$ cat config.mk
export PLATFORM = sky130hd
export DESIGN_NAME = atc_tower
export DESIGN_NICKNAME = d
export VERILOG_FILES = /design/src/common/atc_ctrl_pkg.sv /design/src/common/atc_msg_pkg.sv /design/src/hw/atc_fifo.sv /design/src/hw/atc_tower.sv /design/src/hw/atc_tx_sender.sv /design/src/hw/tower_ctrl/atc_request_ctrl.sv /design/src/hw/tower_ctrl/runway_table.sv
export VERILOG_INCLUDE_DIRS = /design/src /design/src/common
export SDC_FILE = /design/constraint.sdc
export NUM_CORES = 1
export LEC_CHECK = 0
export BUFFER_PORTS_ARGS = -buffer_cell sky130_fd_sc_hd__clkbuf_2
export CORE_MARGIN = 5
export CORE_UTILIZATION = 62
export CTS_CLUSTER_DIAMETER = 80
export CTS_CLUSTER_SIZE = 14
export DETAILED_ROUTE_END_ITERATION = 8
export PLACE_DENSITY = 0.8
export SLEW_MARGIN = 30
export SYNTH_ARGS = -nofsm -noshare
export SYNTH_HDL_FRONTEND = slang
export SYNTH_HIERARCHICAL = 1
export SYNTH_SLANG_ARGS = --single-unit
$ cat constraint.sdc
create_clock -name clock -period 3.8 [get_ports clock]
set_clock_uncertainty 0.2 [all_clocks]
set_input_delay 0 -clock clock [delete_from_list [all_inputs] [get_ports clock]]
set_output_delay 0 -clock clock [all_outputs]
set_load 0.02 [all_outputs]
$ cat src/common/atc_macros.svh
//////////////////////////////////////////////////
// Tower controller widths and depths
// Shared by the RTL and the testbench
//////////////////////////////////////////////////

`ifndef ATC_MACROS_SVH
`define ATC_MACROS_SVH

// Message field widths
`define ATC_PLANE_ID_W 4
`define ATC_MSG_W 9

// Every FIFO in the tower uses this depth
`define ATC_FIFO_DEPTH 4

// Upper bound on any testbench wait, in cycles
`define ATC_TIMEOUT 200

`endif

$ cat src/common/atc_ctrl_pkg.sv
//////////////////////////////////////////////////
// Request controller internals
//////////////////////////////////////////////////

`default_nettype none

package atc_ctrl_pkg;

  typedef enum logic [2:0] {IDLE, DECODE, REPLY, PICK, CLEAR} ctrl_state_t;

  // Kind of reply the controller is about to queue
  typedef enum logic [1:0] {
    R_HOLD,
    R_DIVERT,
    R_SAY_AGAIN,
    R_CLEAR
  } reply_kind_t;

endpackage

`default_nettype wire

$ cat src/common/atc_msg_pkg.sv
//////////////////////////////////////////////////
// Tower message format
// Message types and the 9-bit message layout
//////////////////////////////////////////////////

`default_nettype none

`include "atc_macros.svh"

package atc_msg_pkg;

  // Requests from planes and replies from the tower share one space
  typedef enum logic [2:0] {
    T_REQUEST   = 3'd0,
    T_DECLARE   = 3'd1,
    T_EMERGENCY = 3'd2,
    T_CLEAR     = 3'd3,
    T_HOLD      = 3'd4,
    T_SAY_AGAIN = 3'd5,
    T_DIVERT    = 3'd6
  } msg_type_t;

  typedef struct packed {
    logic [`ATC_PLANE_ID_W-1:0] plane_id;
    msg_type_t                  msg_type;
    logic [1:0]                 action;
  } msg_t;

endpackage

`default_nettype wire

$ cat src/hw/atc_fifo.sv
//////////////////////////////////////////////////
// Synchronous FIFO
// Circular buffer, head visible without a pop
//////////////////////////////////////////////////

`default_nettype none

module atc_fifo #(
  parameter int WIDTH = 9,
  parameter int DEPTH = 4
) (
  input  logic             clock,
  input  logic             reset_n,
  input  logic [WIDTH-1:0] data_in,
  input  logic             push,
  input  logic             pop,
  output logic [WIDTH-1:0] head,
  output logic             full,
  output logic             empty
);

  localparam int PTR_W = (DEPTH > 1) ? $clog2(DEPTH) : 1;

  logic [WIDTH-1:0]     mem [DEPTH];
  logic [PTR_W-1:0]     rd_ptr, wr_ptr;
  logic [$clog2(DEPTH+1)-1:0] count;
  logic                 do_push, do_pop;

  assign full    = (count == DEPTH);
  assign empty   = (count == 0);
  assign head    = mem[rd_ptr];
  assign do_push = push && !full;
  assign do_pop  = pop && !empty;

  // Pointers wrap explicitly so DEPTH need not be a power of two
  always_ff @(posedge clock or negedge reset_n) begin
    if (!reset_n) begin
      rd_ptr <= '0;
      wr_ptr <= '0;
      count  <= '0;
    end else begin
      if (do_push) begin
        wr_ptr <= (wr_ptr == PTR_W'(DEPTH - 1)) ? '0 : wr_ptr + 1'b1;
      end
      if (do_pop) begin
        rd_ptr <= (rd_ptr == PTR_W'(DEPTH - 1)) ? '0 : rd_ptr + 1'b1;
      end
      if (do_push && !do_pop) begin
        count <= count + 1'b1;
      end else if (do_pop && !do_push) begin
        count <= count - 1'b1;
      end
    end
  end

  // Storage
  always_ff @(posedge clock) begin
    if (do_push) begin
      mem[wr_ptr] <= data_in;
    end
  end

endmodule

`default_nettype wire

$ cat src/hw/atc_tower.sv
//////////////////////////////////////////////////
// Two-runway tower controller, top level
// UART messages in, HOLD/CLEAR/DIVERT replies out
//////////////////////////////////////////////////

`default_nettype none

`include "atc_macros.svh"

module atc_tower
  import atc_msg_pkg::*;
(
  input  logic clock,
  input  logic reset_n,
  input  msg_t uart_rx_data,
  input  logic uart_rx_valid,
  output msg_t uart_tx_data,
  input  logic uart_tx_ready,
  output logic uart_tx_send,
  output logic busy
);

  // Receive path
  msg_t rx_head;
  logic rx_empty, rx_pop;

  // Takeoff and landing queues
  logic [`ATC_PLANE_ID_W-1:0] push_id, takeoff_head, landing_head;
  logic takeoff_push, takeoff_pop, takeoff_full, takeoff_empty;
  logic landing_push, landing_pop, landing_full, landing_empty;

  // Runway table
  logic [1:0] runway_active;
  logic       lock, release_req, runway;
  logic [`ATC_PLANE_ID_W-1:0] lock_id;

  // Reply path
  msg_t reply, reply_head;
  logic reply_push, reply_pop, reply_full, reply_empty;

  //////////////////////////////////////////////////
  // Queues
  //////////////////////////////////////////////////

  atc_fifo #(.WIDTH(`ATC_MSG_W), .DEPTH(`ATC_FIFO_DEPTH)) rx_fifo (
    .clock, .reset_n, .data_in(uart_rx_data), .push(uart_rx_valid), .pop(rx_pop),
    .head(rx_head), .full(busy), .empty(rx_empty)
  );

  atc_fifo #(.WIDTH(`ATC_PLANE_ID_W), .DEPTH(`ATC_FIFO_DEPTH)) takeoff_fifo (
    .clock, .reset_n, .data_in(push_id), .push(takeoff_push), .pop(takeoff_pop),
    .head(takeoff_head), .full(takeoff_full), .empty(takeoff_empty)
  );

  atc_fifo #(.WIDTH(`ATC_PLANE_ID_W), .DEPTH(`ATC_FIFO_DEPTH)) landing_fifo (
    .clock, .reset_n, .data_in(push_id), .push(landing_push), .pop(landing_pop),
    .head(landing_head), .full(landing_full), .empty(landing_empty)
  );

  atc_fifo #(.WIDTH(`ATC_MSG_W), .DEPTH(`ATC_FIFO_DEPTH)) reply_fifo (
    .clock, .reset_n, .data_in(reply), .push(reply_push), .pop(reply_pop),
    .head(reply_head), .full(reply_full), .empty(reply_empty)
  );

  //////////////////////////////////////////////////
  // Control, runways and UART transmit
  //////////////////////////////////////////////////

  atc_request_ctrl i_request_ctrl (
    .clock, .reset_n, .rx_msg(rx_head), .rx_empty, .rx_pop,
    .takeoff_head, .landing_head, .takeoff_full, .takeoff_empty,
    .landing_full, .landing_empty, .takeoff_push, .takeoff_pop,
    .landing_push, .landing_pop, .push_id, .runway_active,
    .lock, .release_req, .runway, .lock_id, .reply, .reply_full, .reply_push
  );

  runway_table i_runway_table (
    .clock, .reset_n, .lock, .release_req, .runway, .plane_id(lock_id), .runway_active
  );

  atc_tx_sender i_tx_sender (
    .clock, .reset_n, .reply_head, .reply_empty, .reply_pop,
    .uart_tx_ready, .uart_tx_data, .uart_tx_send
  );

endmodule

`default_nettype wire

$ cat src/hw/atc_tx_sender.sv
//////////////////////////////////////////////////
// Reply sender
// Moves replies from the reply FIFO to the UART
//////////////////////////////////////////////////

`default_nettype none

module atc_tx_sender
  import atc_msg_pkg::*;
(
  input  logic clock,
  input  logic reset_n,
  input  msg_t reply_head,
  input  logic reply_empty,
  output logic reply_pop,
  input  logic uart_tx_ready,
  output msg_t uart_tx_data,
  output logic uart_tx_send
);

  typedef enum logic {S_WAIT, S_SEND} sender_state_t;

  sender_state_t state;

  assign reply_pop    = (state == S_WAIT) && !reply_empty && uart_tx_ready;
  assign uart_tx_send = (state == S_SEND);

  always_ff @(posedge clock or negedge reset_n) begin
    if (!reset_n) begin
      state <= S_WAIT;
    end else if (state == S_SEND) begin
      state <= S_WAIT;
    end else if (reply_pop) begin
      state <= S_SEND;
    end
  end

  // Data held steady through the send cycle
  always_ff @(posedge clock) begin
    if (reply_pop) begin
      uart_tx_data <= reply_head;
    end
  end

endmodule

`default_nettype wire

$ cat src/hw/tower_ctrl/atc_request_ctrl.sv
//////////////////////////////////////////////////
// Request controller
// Decodes plane messages, queues planes, clears
// them onto free runways and builds the replies
//////////////////////////////////////////////////

`default_nettype none

`include "atc_macros.svh"

module atc_request_ctrl
  import atc_msg_pkg::*, atc_ctrl_pkg::*;
(
  input  logic                       clock,
  input  logic                       reset_n,
  input  msg_t                       rx_msg,
  input  logic                       rx_empty,
  output logic                       rx_pop,
  input  logic [`ATC_PLANE_ID_W-1:0] takeoff_head,
  input  logic [`ATC_PLANE_ID_W-1:0] landing_head,
  input  logic                       takeoff_full,
  input  logic                       takeoff_empty,
  input  logic                       landing_full,
  input  logic                       landing_empty,
  output logic                       takeoff_push,
  output logic                       takeoff_pop,
  output logic                       landing_push,
  output logic                       landing_pop,
  output logic [`ATC_PLANE_ID_W-1:0] push_id,
  input  logic [1:0]                 runway_active,
  output logic                       lock,
  output logic                       release_req,
  output logic                       runway,
  output logic [`ATC_PLANE_ID_W-1:0] lock_id,
  output msg_t                       reply,
  input  logic                       reply_full,
  output logic                       reply_push
);

  ctrl_state_t state, next_state;
  msg_t        msg_q;
  reply_kind_t kind_d, kind_q, reply_kind;
  logic        takeoff_first;
  logic        pick_takeoff, pick_takeoff_q;
  logic        runway_q;
  logic [`ATC_PLANE_ID_W-1:0] clear_id;

  // Takeoff wins a tie when the alternation bit is set
  assign pick_takeoff = !takeoff_empty && (landing_empty || takeoff_first);
  assign clear_id     = pick_takeoff_q ? takeoff_head : landing_head;

  // DECODE serves the message's plane, CLEAR the chosen queue head
  assign push_id    = msg_q.plane_id;
  assign lock_id    = (state == CLEAR) ? clear_id : msg_q.plane_id;
  assign runway     = (state == CLEAR) ? runway_q : msg_q.action[0];
  assign reply_kind = (state == CLEAR) ? R_CLEAR : kind_q;

  //////////////////////////////////////////////////
  // Next state and commands
  //////////////////////////////////////////////////

  always_comb begin
    next_state   = state;
    kind_d       = R_SAY_AGAIN;
    rx_pop       = 1'b0;
    takeoff_push = 1'b0;
    takeoff_pop  = 1'b0;
    landing_push = 1'b0;
    landing_pop  = 1'b0;
    lock         = 1'b0;
    release_req  = 1'b0;
    reply_push   = 1'b0;
    case (state)
      IDLE: begin
        if (!rx_empty) begin
          rx_pop     = 1'b1;
          next_state = DECODE;
        end
      end
      DECODE: begin
        next_state = REPLY;
        case (msg_q.msg_type)
          T_REQUEST: begin
            // action[1] set means landing
            if (msg_q.action[1]) begin
              kind_d       = landing_full ? R_DIVERT : R_HOLD;
              landing_push = !landing_full;
            end else begin
              kind_d       = takeoff_full ? R_DIVERT : R_HOLD;
              takeoff_push = !takeoff_full;
            end
          end
          T_DECLARE: begin
            release_req = 1'b1;
            next_state  = PICK;
          end
          default: kind_d = R_SAY_AGAIN;
        endcase
      end
      REPLY: begin
        if (!reply_full) begin
          reply_push = 1'b1;
          next_state = PICK;
        end
      end
      PICK: begin
        if ((takeoff_empty && landing_empty) || (&runway_active)) begin
          next_state = IDLE;
        end else begin
          next_state = CLEAR;
        end
      end
      CLEAR: begin
        // Plane leaves its queue only once the reply is accepted
        if (!reply_full) begin
          lock        = 1'b1;
          takeoff_pop = pick_takeoff_q;
          landing_pop = !pick_takeoff_q;
          reply_push  = 1'b1;
          next_state  = IDLE;
        end
      end
      default: next_state = IDLE;
    endcase
  end

  always_ff @(posedge clock or negedge reset_n) begin
    if (!reset_n) begin
      state         <= IDLE;
      takeoff_first <= 1'b1;
    end else begin
      state <= next_state;
      if (state == CLEAR && !reply_full) begin
        takeoff_first <= !takeoff_first;
      end
    end
  end

  // Message, reply kind and clearance choice
  always_ff @(posedge clock) begin
    if (rx_pop) begin
      msg_q <= rx_msg;
    end
    if (state == DECODE) begin
      kind_q <= kind_d;
    end
    if (state == PICK) begin
      pick_takeoff_q <= pick_takeoff;
      // Lowest-numbered free runway
      runway_q       <= runway_active[0];
    end
  end

  //////////////////////////////////////////////////
  // Reply builder
  //////////////////////////////////////////////////

  always_comb begin
    reply.plane_id = msg_q.plane_id;
    reply.msg_type = T_SAY_AGAIN;
    reply.action   = 2'b00;
    case (reply_kind)
      R_HOLD:      reply.msg_type = T_HOLD;
      R_DIVERT:    reply.msg_type = T_DIVERT;
      R_SAY_AGAIN: reply.msg_type = T_SAY_AGAIN;
      R_CLEAR: begin
        reply.plane_id = clear_id;
        reply.msg_type = T_CLEAR;
        reply.action   = {1'b0, runway_q};
      end
      default: reply.msg_type = T_SAY_AGAIN;
    endcase
  end

endmodule

`default_nettype wire

$ cat src/hw/tower_ctrl/runway_table.sv
//////////////////////////////////////////////////
// Runway table
// Holder and busy flag for each of two runways
//////////////////////////////////////////////////

`default_nettype none

`include "atc_macros.svh"

module runway_table (
  input  logic                       clock,
  input  logic                       reset_n,
  input  logic                       lock,
  input  logic                       release_req,
  input  logic                       runway,
  input  logic [`ATC_PLANE_ID_W-1:0] plane_id,
  output logic [1:0]                 runway_active
);

  logic [`ATC_PLANE_ID_W-1:0] holder [2];
  logic                       holder_match;

  // Only the plane on the runway may free it
  assign holder_match = (plane_id == holder[runway]);

  always_ff @(posedge clock or negedge reset_n) begin
    if (!reset_n) begin
      runway_active <= 2'b00;
    end else if (lock) begin
      runway_active[runway] <= 1'b1;
    end else if (release_req && holder_match) begin
      runway_active[runway] <= 1'b0;
    end
  end

  // Holder id, valid while the runway is active
  always_ff @(posedge clock) begin
    if (lock) begin
      holder[runway] <= plane_id;
    end
  end

endmodule

`default_nettype wire
* Word level (Yosys, flattened, before mapping)
Memories as Yosys holds them, arrays and structs flattened. A register that Yosys moved wholly into a read port is not among the register bits. Cells that the tools add are included.
Word-level totals: input bits 13, ROM bits 0, register bits 41, bits in writable memories 108, bits in latches 0, memories kept 5, word-level logic and storage cells 194, output and inout bits 11
Memory list:
- rx_fifo.mem | words 4, bits a word 9, read ports 1, clocked after Yosys merged registers in 1, write ports 1, line atc_fifo.sv:24 | logic [WIDTH-1:0] mem [DEPTH];
- reply_fifo.mem | words 4, bits a word 8, read ports 1, clocked after Yosys merged registers in 1, write ports 1, line atc_fifo.sv:24
- landing_fifo.mem | words 4, bits a word 4, read ports 1, clocked after Yosys merged registers in 0, write ports 1, line atc_fifo.sv:24
- takeoff_fifo.mem | words 4, bits a word 4, read ports 1, clocked after Yosys merged registers in 0, write ports 1, line atc_fifo.sv:24
- i_runway_table.holder | words 2, bits a word 4, read ports 1, clocked after Yosys merged registers in 0, write ports 1, line runway_table.sv:20 | logic [`ATC_PLANE_ID_W-1:0] holder [2];
Cells by class: divide/modulo/power cells 0, $mul 0, equality and inequality tests 24, order comparisons 2, bitwise operators 4, reduce and logical (&&, ||, !) cells 58, add/subtract/negate cells 16, mux-type cells 65, shift operators 0
Operator list (number):
- $mux W3 | 12
- $mux W1 | 35
- $mux W2 | 12
- $logic_and A1 B1 Y1 | 23
- $eq A2 B2 Y1 const B | 10
- $logic_not A1 Y1 | 18
- $logic_not A3 Y1 | 6
- $add A2 B1 Y2 const B | 8
- $eq A3 B3 Y1 const B | 5
- $pmux W3 S5 | 1
- $add A3 B1 Y3 const B | 4
- $mux W4 | 3
- $pmux W3 S4 | 1
- $sub A3 B1 Y3 const B | 4
- $reduce_bool A2 Y1 | 5
- $eq A3 B1 Y1 const B | 2
- $eq A3 B2 Y1 const B | 2
- $ne A2 B2 Y1 const B | 3
- $eq A4 B4 Y1 | 1
- $reduce_and A3 Y1 | 1
- $and A2 B2 Y2 | 1
- $eq A2 B1 Y1 const B | 1
- $logic_not A2 Y1 | 1
- $logic_or A1 B1 Y1 | 2
- other kinds (8) | 8

* Logic depth before layout (Yosys ltp)
depth in word-level cells 10, depth in mapped cells 12, gate-level depth less buffers 10

* Hierarchy
Netlist, hierarchy kept.
By module, submodules not included:
- atc_fifo (landing_fifo ...) | instances 2, area each 1046.0 sq um, cells an instance 58, sequential area each 655.6 sq um
- atc_fifo (reply_fifo) | instances 1, area each 1752.9 sq um, cells an instance 84, sequential area each 1256.2 sq um
- atc_fifo (rx_fifo) | instances 1, area each 1739.2 sq um, cells an instance 84, sequential area each 1256.2 sq um
- atc_request_ctrl | instances 1, area each 909.6 sq um, cells an instance 72, sequential area each 491.7 sq um
- runway_table | instances 1, area each 432.9 sq um, cells an instance 28, sequential area each 290.3 sq um
- atc_tx_sender | instances 1, area each 310.3 sq um, cells an instance 12, sequential area each 295.3 sq um

* Worst setup path before layout
Ideal clock, no wire load.
path kind flip-flop to flip-flop, start point register i_request_ctrl.state[1], end point register rx_fifo.count[1], buffers on the path 1, cell stages (with the launch flop) 8, clock period less this slack 3.196 ns, data arrival time 2.872 ns, setup slack 0.604 ns, data required time 3.475 ns, setup time 0.125 ns, path through dfrtp_1 buf_2 nor4_1 o31ai_2 ha_1 inv_1 fa_1 mux2_2
Between the ends: word-level cells in the longest chain between the ends 6, elaborated cells between the ends (all ways) 8, those cells by class mux: 2; reduce/logical: 6
RTL lines:
- from (decl) | line atc_request_ctrl.sv:40 | ctrl_state_t state, next_state;
- from (signal assigned) | line atc_request_ctrl.sv:132 | state <= next_state;
- $logic_not A3 Y1 * | line atc_request_ctrl.sv:73 | case (state)
- $mux W1 * | line atc_request_ctrl.sv:73
- net rx_pop | line atc_tower.sv:25 | logic rx_empty, rx_pop;
- $logic_and A1 B1 Y1 * | line atc_fifo.sv:33 | assign do_pop = pop && !empty;
- $logic_not A1 Y1 | line atc_fifo.sv:48 | if (do_push && !do_pop) begin
- $logic_and A1 B1 Y1 | line atc_fifo.sv:48
- $mux W3 / $reduce_bool A2 Y1 (equally long branches)
- to (signal assigned) | line atc_fifo.sv:49 | count <= count + 1'b1;
- to (signal assigned) | line atc_fifo.sv:51 | count <= count - 1'b1;
- to (decl) | line atc_fifo.sv:26 | logic [$clog2(DEPTH+1)-1:0] count;
The timed path passes the listed nets; every way through them passes the cells marked *. A chain may end at the register's enable or synchronous reset.

* Final worst setup path
start point register i_request_ctrl.state[1], end point register landing_fifo.count[2]
Between the ends: word-level cells in the longest chain between the ends 6, elaborated cells between the ends (all ways) 12, those cells by class eq/ne: 2; mux: 3; reduce/logical: 7
RTL lines:
- $eq A3 B1 Y1 * | line atc_request_ctrl.sv:73
- $mux W1 * | line atc_request_ctrl.sv:73
- net landing_push | line atc_tower.sv:30 | logic landing_push, landing_pop, landing_full, landing_empty;
- $logic_and A1 B1 Y1 * | line atc_fifo.sv:32 | assign do_push = push && !full;
- $logic_not A1 Y1 | line atc_fifo.sv:50 | end else if (do_pop && !do_push) begin
- $logic_and A1 B1 Y1 | line atc_fifo.sv:50
- $reduce_bool A2 Y1 (no line)
- to (signal assigned) | line atc_fifo.sv:49
- to (signal assigned) | line atc_fifo.sv:51
- to (decl) | line atc_fifo.sv:26
Marks and branches as above.

==> impl_metrics.ini <==
[setup_path]
worstPathCellList = nor3b_1, nand3b_1, nor3b_1, nor2b_2, ha_1, inv_1, fa_1, xor2_1, nor2_1, xor2_1
path_max_fanout = 7
required_ns = 3.94
crit_arrival_ns = 3.31
r2r_slack_ns = 0.63
cp.buffers_inverters = 1
setup.worst_path.start_class = flip-flop
crit_type = flip-flop to flip-flop
crit_path_end_kind = flip-flop
critical_path.max_stage_delay_ns = 0.48
cp_top_family = simple AND/OR/NAND/NOR gates
critical-path-slowest-cell = dfrtp_1

[clocking]
cts_buffers = 17
clock_latency_ns = 0.41
clk_pin_slew_worst_paths_ns = 0.06
cts_tree = done
cts_max_level = 4
clk_path_buf_depth = 2
post_cts.repair.setup_buffers = 0
cts_resized = 0
postCtsHoldBufs = 12
clock-sinks = 169
cts_root_buf = clkbuf_16

[synth]
ys.flop_type = edfxtp_1
yosysUniqueCellTypes = 45
synth_top_family_by_area = multiplexers
yosysSeqAreaShare = 0.677
synth_edf_count = 134
netlist_area_um2 = 7240
synth_fp_nets = 437
yosys_warnings = 6
synth-seq-cells = 169
synth.avg_cell_area_um2 = 18.3
synthMuxAreaShare = 0.138
yosysTopAreaCell = edfxtp_1
synthSimpleGateAreaFrac = 0.0712
synthXorXnorAreaFrac = 0.0242
synth_top_area_share = 0.556
async_flop_share = 0.207
postSynthCellCount = 396
synth_area_leaders = edfxtp_1 56%, dfrtp_1 12%, mux4_2 8.1%
synthAdderAreaFrac = 0.0526
synth_compound_area_frac = 0.0121

[floorplanning]
die_area_um2 = 13900
boundaryPins = 24
rows = 39
start_util = 0.634
die_x_um = 118
die_height_um = 118
core_um2 = 11400

[sta]
worst_slew_margin_rel = 0.373
fmax_ghz = 0.316
final.min_clock_period_ns = 3.17
hold_viol = 0
slew_violations = 0
rsz0062_at_grt = no
fin_crit_sh = 0.834
timing.hold.ws_ns = 0.00272
tightestPinTransition_ns = 0.937
setup_violations = 0
setup_tns_ns = 0

[power]
p_leak_nw = 3.02
peakVddDrop_mv = 0.613
power-per-cell-area_nw_per_um2 = 822
total_power_mw = 6.71

[grt]
grt_pass1_vias = 3583
grt_pass1_wl_mm = 18.4
grt_overflow = 0
antenna_found_initial = 0
grt_usage = 0.170
grt_max_degree = 36

[layout]
finish.utilization = 0.715
n_antenna_cell = 0
n_fill_cell = 686
instances_no_fill = 592
drive_gt1_frac = 0.298
final_common_cell = edfxtp_1
syn2layout_area_growth_pct = 12.8
final_cell_mix = 134 x edfxtp_1, 34 x dfrtp_1, 26 x mux4_2
fin_nets = 477

[placed_design]
port_buffers = 23
place.gp.congestion = 0.756
hpwlAfterDp_mm = 7.22
dp.cells = 548

[run]
cap_violations = 0

[routing]
drt_iter0_drc = 235
ant_nets = 0
first_pass_iters = 4
via_per_inst = 5.61
vias = 3321
wire_per_inst_um = 18.5
drc = 0
routed_wl_mm = 10.9

[hold_path]
hp-class = primary input to asynchronous set/reset pin

[status]
status = completed
layer usage:
metal	global-route usage	routed length, um
met1	0.220	4730
met2	0.277	5710
met5	0	0
met3	0.0423	306
met4	0.0703	189
cell usage after synthesis, types with 2 or more instances:
library cell  instances
buf_6                 3
buf_2                 6
nor3b_1               4
fa_1                  4
a21oi_1               2
or2_2                 2
mux2i_1               7
xnor2_1              10
nor2_1               21
xor2_1               10
a21o_1                4
dfrtp_1              34
o31ai_2               2
ha_1                 24
nor2b_1               2
and2_1                9
edfxtp_1            134
mux2_2               19
nor3b_4               3
mux4_2               26
and2_2                9
buf_4                 7
nor3_1                8
nor3b_2               2
inv_1                14
nor2b_2               2
nand2b_4              2
and2b_2               2
mux2_4                8
power by group:
part	leakage, nW	switching (mW)	total (mW)	internal (mW)
Clock	0.291	0.634	1.74	1.11
Sequential	1.65	0.502	3.19	2.69
Combinational	1.08	0.832	1.78	0.946
through the flow:
stage / area (um^2) / setup slack (ns)
2_1_floorplan: 7240 / 0.604
3_3_place_gp: 7440 / 0.804
3_5_place_dp: 7440 / 0.684
4_1_cts: 8160 / 0.643
5_1_grt: 8160 / 0.356
6_report: 8160 / 0.632
path summary, 6_finish.rpt:
kind                                                           from                                 end  depth (start not counted)
worst min-delay path                                        reset_n  landing_fifo/wr_ptr[0]$_DFFE_PN0P_                          2
max in group asynchronous                                   reset_n    reply_fifo/rd_ptr[0]$_DFFE_PN0P_                          2
min in group clock                                  uart_rx_data[4]         rx_fifo/mem[0][4]$_DFFE_PP_                          2
worst max register to register  i_request_ctrl/state[1]$_DFFE_PN0P_   landing_fifo/count[2]$_DFFE_PN0P_                         10
worst min register to register   i_tx_sender/uart_tx_send$_DFF_PN0_  i_tx_sender/uart_tx_send$_DFF_PN0_                          1
worst max-delay path            i_request_ctrl/state[1]$_DFFE_PN0P_   landing_fifo/count[2]$_DFFE_PN0P_                         10
kinds of logic (layout without fill, tap and decap cells):
group                    after synthesis  after routing
other                                  1              1
flip-flops                           169            169
AND/OR/NAND/NOR                       75             75
XOR/XNOR                              20             20
multiplexers                          61             61
buffers and inverters                 31             84
AO/OA/AOI/OAI                         11             11
adder cells (fa/ha/maj)               28             28
cell type report:
type / count / area [um^2] / share of cell area
clock inverters: 10 / 149 / 0.0182
multi-input cells: 196 / 2170 / 0.266
inverters: 14 / 52.6 / 0.00644
repair buffers: 38 / 258 / 0.0316
flip-flops and latches: 169 / 4900 / 0.600
well taps: 143 / 179 / 0.0219
clock buffers: 22 / 454 / 0.0556
flip-flops by register name, summed over array words and instances, names as in the netlist, 2 cells and up, named ones only:
| name | flops |
|---|---|
| reply_fifo/mem | 36 |
| rx_fifo/mem | 36 |
| landing_fifo/mem | 16 |
| takeoff_fifo/mem | 16 |
| i_tx_sender/uart_tx_data | 9 |
| i_runway_table/holder | 8 |
| i_request_ctrl/msg_q | 5 |
| i_request_ctrl/push_id | 4 |
| i_request_ctrl/state | 3 |
| landing_fifo/count | 3 |
| reply_fifo/count | 3 |
| rx_fifo/count | 3 |
| takeoff_fifo/count | 3 |
| i_request_ctrl/kind_q | 2 |
| landing_fifo/rd_ptr | 2 |
| landing_fifo/wr_ptr | 2 |
| reply_fifo/rd_ptr | 2 |
| reply_fifo/wr_ptr | 2 |
| rx_fifo/rd_ptr | 2 |
| rx_fifo/wr_ptr | 2 |
| takeoff_fifo/rd_ptr | 2 |
| takeoff_fifo/wr_ptr | 2 |
Power figures use the tool's default switching activity.
